**config.mk**
```make
export PLATFORM = sky130hd
export DESIGN_NAME = wb_interconnect
export DESIGN_NICKNAME = d
export VERILOG_FILES = /design/src/wb_pkg.sv /design/src/wb_addr_decode.sv /design/src/wb_device_arbiter.sv /design/src/wb_response_mux.sv /design/src/wb_interconnect.sv
export SDC_FILE = /design/constraint.sdc
export NUM_CORES = 1
export LEC_CHECK = 0
export BUFFER_PORTS_ARGS = -buffer_cell sky130_fd_sc_hd__buf_2
export CORE_AREA = 2 2 351 353
export CTS_BUF_LIST = sky130_fd_sc_hd__clkbuf_4 sky130_fd_sc_hd__clkbuf_8 sky130_fd_sc_hd__clkbuf_16
export CTS_CLUSTER_DIAMETER = 40
export CTS_CLUSTER_SIZE = 28
export DETAILED_ROUTE_END_ITERATION = 12
export DIE_AREA = 0 0 353 355
export GPL_ROUTABILITY_DRIVEN = 0
export HOLD_SLACK_MARGIN = 0.12
export PLACE_DENSITY = 0.42
export SYNTH_ARGS = -nofsm -noshare
export SYNTH_HDL_FRONTEND = slang
export SYNTH_SLANG_ARGS = --single-unit
```
**constraint.sdc**
```tcl
create_clock -name wb_clk_i -period 1.9 [get_ports wb_clk_i]
set_input_delay 0.095 -clock wb_clk_i [delete_from_list [all_inputs] [get_ports wb_clk_i]]
set_output_delay 0.095 -clock wb_clk_i [all_outputs]
set_load 0.005 [all_outputs]
```
**src/wb_pkg.sv**
```systemverilog
package wb_pkg;

	// Port counts
	localparam int NUM_CTRL = 3;
	localparam int NUM_DEV  = 6;

	// Bus widths
	localparam int ADR_W     = 28;
	localparam int DEV_ADR_W = 24;
	localparam int DATA_W    = 32;
	localparam int SEL_W     = 4;

	// Device field sits in the top bits of the controller address
	localparam int DEV_IDX_W = ADR_W - DEV_ADR_W;

	// Wide enough to name any controller
	localparam int CTRL_IDX_W = 2;

	// Read data returned for an unmapped device field
	localparam logic [DATA_W-1:0] UNMAPPED_DATA = '1;

	typedef logic [DEV_IDX_W-1:0]  dev_idx_t;
	typedef logic [CTRL_IDX_W-1:0] ctrl_idx_t;

	// Controller side request
	typedef struct packed {
		logic              cyc;
		logic              stb;
		logic              we;
		logic [SEL_W-1:0]  sel;
		logic [DATA_W-1:0] data;
		logic [ADR_W-1:0]  adr;
	} wb_req_t;

	// Device side request, device field stripped
	typedef struct packed {
		logic                 cyc;
		logic                 stb;
		logic                 we;
		logic [SEL_W-1:0]     sel;
		logic [DATA_W-1:0]    data;
		logic [DEV_ADR_W-1:0] adr;
	} wb_dev_req_t;

	// Response, same shape in both directions
	typedef struct packed {
		logic              ack;
		logic              stall;
		logic              error;
		logic [DATA_W-1:0] data;
	} wb_rsp_t;

	// Per-device arbiter state
	typedef enum logic {
		ARB_IDLE = 1'b0,
		ARB_BUSY = 1'b1
	} arb_state_t;

endpackage

```
**src/wb_addr_decode.sv**
```systemverilog
`timescale 1ns/1ps

module wb_addr_decode import wb_pkg::*; (
	input  wb_req_t             ctrl_req_i [NUM_CTRL],
	output dev_idx_t            dev_idx_o  [NUM_CTRL],
	output logic [NUM_CTRL-1:0] mapped_o,
	output logic [NUM_CTRL-1:0] dev_sel_o  [NUM_DEV]
);

	dev_idx_t dev_idx [NUM_CTRL];

	// Device field of every controller address
	always_comb begin
		for (int c = 0; c < NUM_CTRL; c++) begin
			dev_idx[c] = ctrl_req_i[c].adr[ADR_W-1 -: DEV_IDX_W];
		end
	end

	// Indices at or above NUM_DEV have no device behind them
	always_comb begin
		for (int c = 0; c < NUM_CTRL; c++) begin
			mapped_o[c] = dev_idx[c] < dev_idx_t'(NUM_DEV);
		end
	end

	// One request line per controller into each device arbiter
	always_comb begin
		for (int d = 0; d < NUM_DEV; d++) begin
			for (int c = 0; c < NUM_CTRL; c++) begin
				dev_sel_o[d][c] = ctrl_req_i[c].cyc && (dev_idx[c] == dev_idx_t'(d));
			end
		end
	end

	assign dev_idx_o = dev_idx;

endmodule

```
**src/wb_device_arbiter.sv**
```systemverilog
`timescale 1ns/1ps

module wb_device_arbiter import wb_pkg::*; (
	input  logic                wb_clk_i,
	input  logic                rst_n_i,

	// Controller side
	input  logic [NUM_CTRL-1:0] req_sel_i,
	input  wb_req_t             ctrl_req_i [NUM_CTRL],
	output wb_rsp_t             ctrl_rsp_o [NUM_CTRL],

	// Device side
	output wb_dev_req_t         dev_req_o,
	input  wb_rsp_t             dev_rsp_i
);

	arb_state_t state_q;
	arb_state_t state_d;
	ctrl_idx_t  grant_q;
	ctrl_idx_t  grant_d;
	ctrl_idx_t  lowest_req;
	wb_req_t    granted_req;
	logic       granted_cyc;
	logic       busy;

	// Lowest-numbered requester wins, so scan downwards
	always_comb begin
		lowest_req = '0;
		for (int c = NUM_CTRL - 1; c >= 0; c--) begin
			if (req_sel_i[c]) begin
				lowest_req = ctrl_idx_t'(c);
			end
		end
	end

	assign granted_req = ctrl_req_i[grant_q];
	assign granted_cyc = req_sel_i[grant_q];
	assign busy        = (state_q == ARB_BUSY);

	// Grant FSM
	always_comb begin
		state_d = state_q;
		grant_d = grant_q;
		case (state_q)
			ARB_IDLE: begin
				if (|req_sel_i) begin
					state_d = ARB_BUSY;
					grant_d = lowest_req;
				end
			end
			ARB_BUSY: begin
				// Owner keeps the device until its cyc drops
				if (!granted_cyc) begin
					state_d = ARB_IDLE;
				end
			end
			default: begin
				state_d = ARB_IDLE;
			end
		endcase
	end

	always_ff @(posedge wb_clk_i) begin
		if (!rst_n_i) begin
			state_q <= ARB_IDLE;
			grant_q <= '0;
		end else begin
			state_q <= state_d;
			grant_q <= grant_d;
		end
	end

	// Request path to the device
	always_comb begin
		dev_req_o.cyc  = 1'b0;
		dev_req_o.stb  = 1'b0;
		dev_req_o.we   = granted_req.we;
		dev_req_o.sel  = granted_req.sel;
		dev_req_o.data = granted_req.data;
		dev_req_o.adr  = granted_req.adr[DEV_ADR_W-1:0];
		if (busy) begin
			dev_req_o.cyc = granted_cyc;
			dev_req_o.stb = granted_cyc && granted_req.stb;
		end
	end

	// Owner sees the device, everyone else waiting is stalled
	always_comb begin
		for (int c = 0; c < NUM_CTRL; c++) begin
			ctrl_rsp_o[c].ack   = 1'b0;
			ctrl_rsp_o[c].stall = req_sel_i[c];
			ctrl_rsp_o[c].error = 1'b0;
			ctrl_rsp_o[c].data  = dev_rsp_i.data;
			if (busy && (grant_q == ctrl_idx_t'(c))) begin
				ctrl_rsp_o[c] = dev_rsp_i;
			end
		end
	end

endmodule

```
**src/wb_response_mux.sv**
```systemverilog
`timescale 1ns/1ps

module wb_response_mux import wb_pkg::*; (
	input  dev_idx_t            dev_idx_i  [NUM_CTRL],
	input  logic [NUM_CTRL-1:0] mapped_i,
	input  wb_req_t             ctrl_req_i [NUM_CTRL],

	// Every arbiter answers every controller
	input  wb_rsp_t             arb_rsp_i  [NUM_DEV][NUM_CTRL],

	output wb_rsp_t             ctrl_rsp_o [NUM_CTRL]
);

	wb_rsp_t mapped_rsp   [NUM_CTRL];
	wb_rsp_t unmapped_rsp [NUM_CTRL];

	// Pick the arbiter this controller is addressing
	always_comb begin
		for (int c = 0; c < NUM_CTRL; c++) begin
			mapped_rsp[c] = '0;
			for (int d = 0; d < NUM_DEV; d++) begin
				if (dev_idx_i[c] == dev_idx_t'(d)) begin
					mapped_rsp[c] = arb_rsp_i[d][c];
				end
			end
		end
	end

	// Nothing there, acknowledge right away with all ones
	always_comb begin
		for (int c = 0; c < NUM_CTRL; c++) begin
			unmapped_rsp[c].ack   = ctrl_req_i[c].cyc;
			unmapped_rsp[c].stall = 1'b0;
			unmapped_rsp[c].error = 1'b0;
			unmapped_rsp[c].data  = UNMAPPED_DATA;
		end
	end

	always_comb begin
		for (int c = 0; c < NUM_CTRL; c++) begin
			if (mapped_i[c]) begin
				ctrl_rsp_o[c] = mapped_rsp[c];
			end else begin
				ctrl_rsp_o[c] = unmapped_rsp[c];
			end
		end
	end

endmodule

```
**src/wb_interconnect.sv**
```systemverilog
`timescale 1ns/1ps

module wb_interconnect import wb_pkg::*; (
	input  logic        wb_clk_i,
	input  logic        rst_n_i,

	// Controller ports
	input  wb_req_t     ctrl_req_i [NUM_CTRL],
	output wb_rsp_t     ctrl_rsp_o [NUM_CTRL],

	// Device ports
	output wb_dev_req_t dev_req_o  [NUM_DEV],
	input  wb_rsp_t     dev_rsp_i  [NUM_DEV]
);

	dev_idx_t            dev_idx [NUM_CTRL];
	logic [NUM_CTRL-1:0] mapped;
	logic [NUM_CTRL-1:0] dev_sel [NUM_DEV];
	wb_rsp_t             arb_rsp [NUM_DEV][NUM_CTRL];

	// Address decode
	wb_addr_decode u_addr_decode (
		.ctrl_req_i (ctrl_req_i),
		.dev_idx_o  (dev_idx),
		.mapped_o   (mapped),
		.dev_sel_o  (dev_sel)
	);

	// One arbiter in front of each device
	genvar d;
	generate
		for (d = 0; d < NUM_DEV; d++) begin : g_dev
			wb_device_arbiter u_arbiter (
				.wb_clk_i   (wb_clk_i),
				.rst_n_i    (rst_n_i),
				.req_sel_i  (dev_sel[d]),
				.ctrl_req_i (ctrl_req_i),
				.ctrl_rsp_o (arb_rsp[d]),
				.dev_req_o  (dev_req_o[d]),
				.dev_rsp_i  (dev_rsp_i[d])
			);
		end
	endgenerate

	// Back to the controllers
	wb_response_mux u_response_mux (
		.dev_idx_i  (dev_idx),
		.mapped_i   (mapped),
		.ctrl_req_i (ctrl_req_i),
		.arb_rsp_i  (arb_rsp),
		.ctrl_rsp_o (ctrl_rsp_o)
	);

endmodule

```
* Word-level counts from Yosys, hierarchy flattened *
Index checks and enable logic that the tools add are counted.

storage, ports and cells
  bits in registers = 18
  bits of input ports = 413
  output and inout bits = 483

cells by class
  magnitude comparators = 15
  equality and inequality tests = 27
  multiplexer cells = 111
  bitwise operators = 12
  reductions and logical operators = 63

operators by type and width
  operator                                                               count
  35-bit two-way mux                                                     39
  67-bit binary-select mux with 2-bit select                             6
  66-bit two-way mux                                                     12
  2-bit two-way mux                                                      24
  1-bit logical AND                                                      42
  4-bit by 2-bit == test with 1-bit output (second input constant)       6
  4-bit by 3-bit == test with 1-bit output (second input constant)       6
  3-bit greater-or-equal comparator (second input constant)              6
  2-bit by 3-bit < comparator with 1-bit output (second input constant)  6
  1-bit two-way mux                                                      18
  2-bit inverter with 3-bit output                                       6
  3-bit OR reduction                                                     6
  1-bit binary-select mux with 2-bit select                              6
  2-bit by 1-bit == test with 1-bit output (second input constant)       6
  2-bit == test (second input constant)                                  6
  4-bit by 1-bit == test with 1-bit output (second input constant)       3
  2-bit zero test                                                        6
  4-bit zero test                                                        3
  4-bit by 3-bit < comparator with 1-bit output (second input constant)  3
  1-bit case mux with 2 select lines                                     6
  2-bit AND reduction                                                    6
  1-bit inverter                                                         6

* Logic depth before layout (Yosys ltp) *
  word-level depth = 10
  depth in mapped cells = 8
  depth with buffers taken out = 5

* Cells and area by module *
From an unflattened synthesis, not the netlist that was laid out.

unflattened totals
  cell total of the unflattened synthesis = 2918
  area total of the unflattened synthesis = 19811.5 um^2

by module, submodules not included
  module             instances  cells each  area each (um^2)  sequential area each (um^2)
  wb_device_arbiter  6          341         2317.2            60.1
  wb_response_mux    1          824         5622.9            0.0
  wb_addr_decode     1          48          285.3             0.0

* Least setup slack after synthesis *
Ideal clock, no wire load.

  path kind = reg-to-output
  from = register g_dev[0].u_arbiter.state_q
  to = output port ctrl_rsp_o[104] (netlist bit)
  data arrival time = 1.549 ns
  required time = 1.805 ns
  path slack = 0.256 ns
  stages on the path, launching flop included = 6
  cell sequence = dfxtp_1 clkbuf_1 nand2_1 or4b_2 a21oi_1 nand4b_1

RTL lines
  element                   line                     source
  start: declaration        wb_device_arbiter.sv:17  arb_state_t state_q;
  start signal: assignment  wb_device_arbiter.sv:68  state_q <= state_d;
  end: declaration          wb_interconnect.sv:9     output wb_rsp_t ctrl_rsp_o [NUM_CTRL],

==> flow_metrics.py <==
metrics = {
    "setup_path": {
        "worstPathRequired_ns": 1.80,
        "startpoint_type": "register",
        "crit_top_cell": "buf_6",
        "rrSetupSlack_ns": 0.44,
        "endpoint_kind": "output pin",
        "r2r_cells": 6,
        "slowest_delay_ns": 0.48,
        "cp_max_fo": 2,
        "crit_arrival_ns": 1.94,
        "criticalPathCategory": "reg2out",
        "r2r-end": "g_dev[5].u_arbiter.busy",
        "rr_startpoint": "g_dev[5].u_arbiter.grant_q[1]",
        "path_cells": "nor3b_4 > buf_6 > mux2i_1 > mux4_2 > o21ai_2 > a22o_1 > buf_6",
        "crit_slowest_cell": "mux4_2",
    },
    "grt": {
        "grt_antenna_before_repair": 67,
        "first_global_vias": 22600,
        "overflow": 0,
        "gr-usage-all-layers": 0.202,
        "grt_max_degree": 58,
        "grt_pass1_wl_mm": 183,
    },
    "floorplan": {
        "initial_utilization": 0.115,
        "core-area_mm2": 0.121,
        "die_x_um": 353,
        "row_count": 128,
        "die_area_mm2": 0.125,
        "die_h_um": 355,
        "io_pins": 896,
    },
    "synth": {
        "synth.ff_latch_count": 18,
        "synth_nets": 2732,
        "yosysSeqAreaShare": 0.0258,
        "synthCells": 2319,
        "yosys_warnings": 0,
        "synth-main-ff-cell": "dfxtp_1",
        "synth_edf_count": 0,
        "synth_area_leaders": "mux2i_1, o21ai_0, nand2_1, a21oi_1, clkbuf_1",
        "async_flop_share": 0,
        "yosysTopAreaCell": "mux2i_1",
        "synth_top_area_frac": 0.300,
        "syn_area_mm2": 0.0140,
        "avgSynthCellArea_um2": 6.03,
        "synth.distinct_cells": 60,
    },
    "clocking": {
        "cts_buffer_depth": 2,
        "clk_pin_slew_ns": 0.06,
        "cts_inserted_buffers": 3,
        "cts_tree": "yes",
        "h-tree-depth": 1,
        "ctsRootBufferMaster": "clkbuf_16",
        "cts_hold_buf": 0,
        "clkSinkCount": 18,
        "clock_latency_ns": 0.25,
    },
    "placement": {
        "dpl_worst_slack_ns": -0.545,
        "place_hpwl_mm": 102,
        "portBuffers": 895,
        "placed_cells": 4803,
    },
    "drt": {
        "remaining_drc_errors": 0,
        "firstDrtPassIters": 5,
        "routed_wl_mm": 141,
        "via_per_inst": 4.85,
        "via_count": 23800,
        "routedWlPerCell_um": 28.7,
        "drtIter0Drc": 2547,
        "antenna_left": 0,
    },
    "timing": {
        "setup_ws_ns": -0.135,
        "rsz0062_at_grt": "yes",
        "finalHoldViolations": 0,
        "fmax_mhz": 491,
        "slew_violations": 0,
        "setup_viol": 9,
        "timing.final.crit_share": 1.07,
        "tightest_slew_ns": 0.647,
        "fin_crit_ns": 2.03,
        "skew_ns": 0.00111,
        "slew_headroom": 0.569,
    },
    "finish": {
        "fin_cells": 4908,
        "drive_gt1_frac": 0.426,
        "syn_to_final_growth_pct": 73.4,
        "final_util": 0.200,
        "nNetsFinal": 3683,
    },
    "min_path": {
        "min_from": "rst_n_i",
        "hold_class": "in2reg",
        "min_path_cells": 2,
        "worst_hold_path.endpoint": "g_dev[2].u_arbiter.grant_q[1]",
    },
    "pwr": {
        "vdd_ir_drop_max_mv": 0.196,
        "p_per_area_mw_per_mm2": 240,
        "leakage_nw": 9.13,
        "total_power_mw": 5.81,
    },
    "run": {
        "cap_viol_max_count": 0,
    },
    "outcome": {
        "outcome": "finished, violations left",
        "violations": "setup timing",
    },
}
cells in the final DEF (no fill, tap or decap), types with 15 or more instances in the layout:
cell type / n
a21oi_1: 142
a22oi_1: 63
a2bb2oi_1: 24
buf_12: 62
buf_16: 15
buf_2: 879
buf_4: 179
buf_6: 32
clkbuf_16: 15
mux2_2: 32
mux2i_1: 416
nand2_1: 459
nand2_2: 23
nand3_1: 70
nor2_1: 51
o21ai_0: 412
o21ai_1: 61
o21ai_2: 34
o22ai_1: 76
report_power, final:
group	internal [mW]	leakage, nW	total, mW	switching, mW
Clock	0.280	0.0386	0.436	0.156
Combinational	2.06	8.94	4.98	2.92
Sequential	0.376	0.157	0.392	0.0161
Total	2.71	9.13	5.81	3.10
through the flow:
step                      instance area, um^2  TNS (ns)  hold WS, ns
final                                   24200    -0.411        0.146
after global routing                    24200     -2.10        0.143
after CTS                               23100    -0.559        0.143
after detailed placement                21900     -2.94        0.408
after global placement                  21900     -3.64        0.408
after floorplan                         14000         0        0.224
layout make-up:
cell class / count / area [um^2]
clock inverter: 1 / 3.75
fill: 14100 / 97200
clock buffer: 3 / 75.1
inverter: 13 / 48.8
multi-input combinational: 2043 / 13400
timing repair buffer: 1191 / 8280
tap: 1625 / 2030
sequential: 18 / 409
antenna: 14 / 35.0
worst max-delay path by stage:
stage,startpoint,endpoint,slack [ns]
final,g_dev[3].u_arbiter.grant_q[1],ctrl_rsp_o[103],-0.13
after global routing,g_dev[3].u_arbiter.grant_q[1],ctrl_rsp_o[103],-0.20
after CTS,g_dev[3].u_arbiter.grant_q[0],ctrl_rsp_o[103],-0.13
after detailed placement,ctrl_req_i[159],dev_req_o[61],-0.54
after global placement,ctrl_req_i[159],dev_req_o[61],-0.56
after floorplan,g_dev[0].u_arbiter.busy,ctrl_rsp_o[104],0.26
critical path: cells and delay by family (launching register included):
family	cells	cell delay [ns]
DFF	1	0.36
buffers and inverters	2	0.26
and+or+nand+nor	1	0.21
AOI/OAI and AO/OA	2	0.30
muxes	2	0.55
registers in the layout (all words and copies together), names as in the netlist:
register / count
g_dev.u_arbiter.busy: 6
g_dev.u_arbiter.grant_q: 12
cells in the mapped netlist (6+ instances only):
cell type  number
mux2_2         34
nand4_1         6
buf_2          42
buf_1          19
dfxtp_1        18
nor2b_1        23
a31oi_1         8
clkbuf_1      184
nand3b_1        8
a22oi_1        63
nor2_1         59
o22ai_1        76
nor3_1         12
o21ai_0       503
and3_1          8
mux2i_1       419
and2_1          7
nor3b_1         9
nand3_1        72
a21oi_1       149
a2bb2oi_1      25
inv_1          13
or3_1           7
nand2_1       486
timing repair:
item	CTS	global route
setup buffers	52	17
pin swaps	20	27
gates cloned	11	14
endpoints found under the setup margin	239	156
gates resized for setup	102	248
cell families after synthesis:
group / synth area share
AOI/OAI and AO/OA: 0.343
and+or+nand+nor: 0.225
muxes: 0.333
buffers and inverters: 0.0730
DFF: 0.0258
per-layer routing:
| metal | up-vias | share of wire | global-route usage |
|---|---|---|---|
| met4 | 18 | 0.030 | 0.0534 |
| met1 | 11600 | 0.41 | 0.258 |
| met3 | 285 | 0.076 | 0.0348 |
| li1 | 10400 | - | - |
| met5 | - | 0.00075 | 0 |
| met2 | 1522 | 0.48 | 0.351 |
Note: power is estimated with default switching activity, not from simulation.
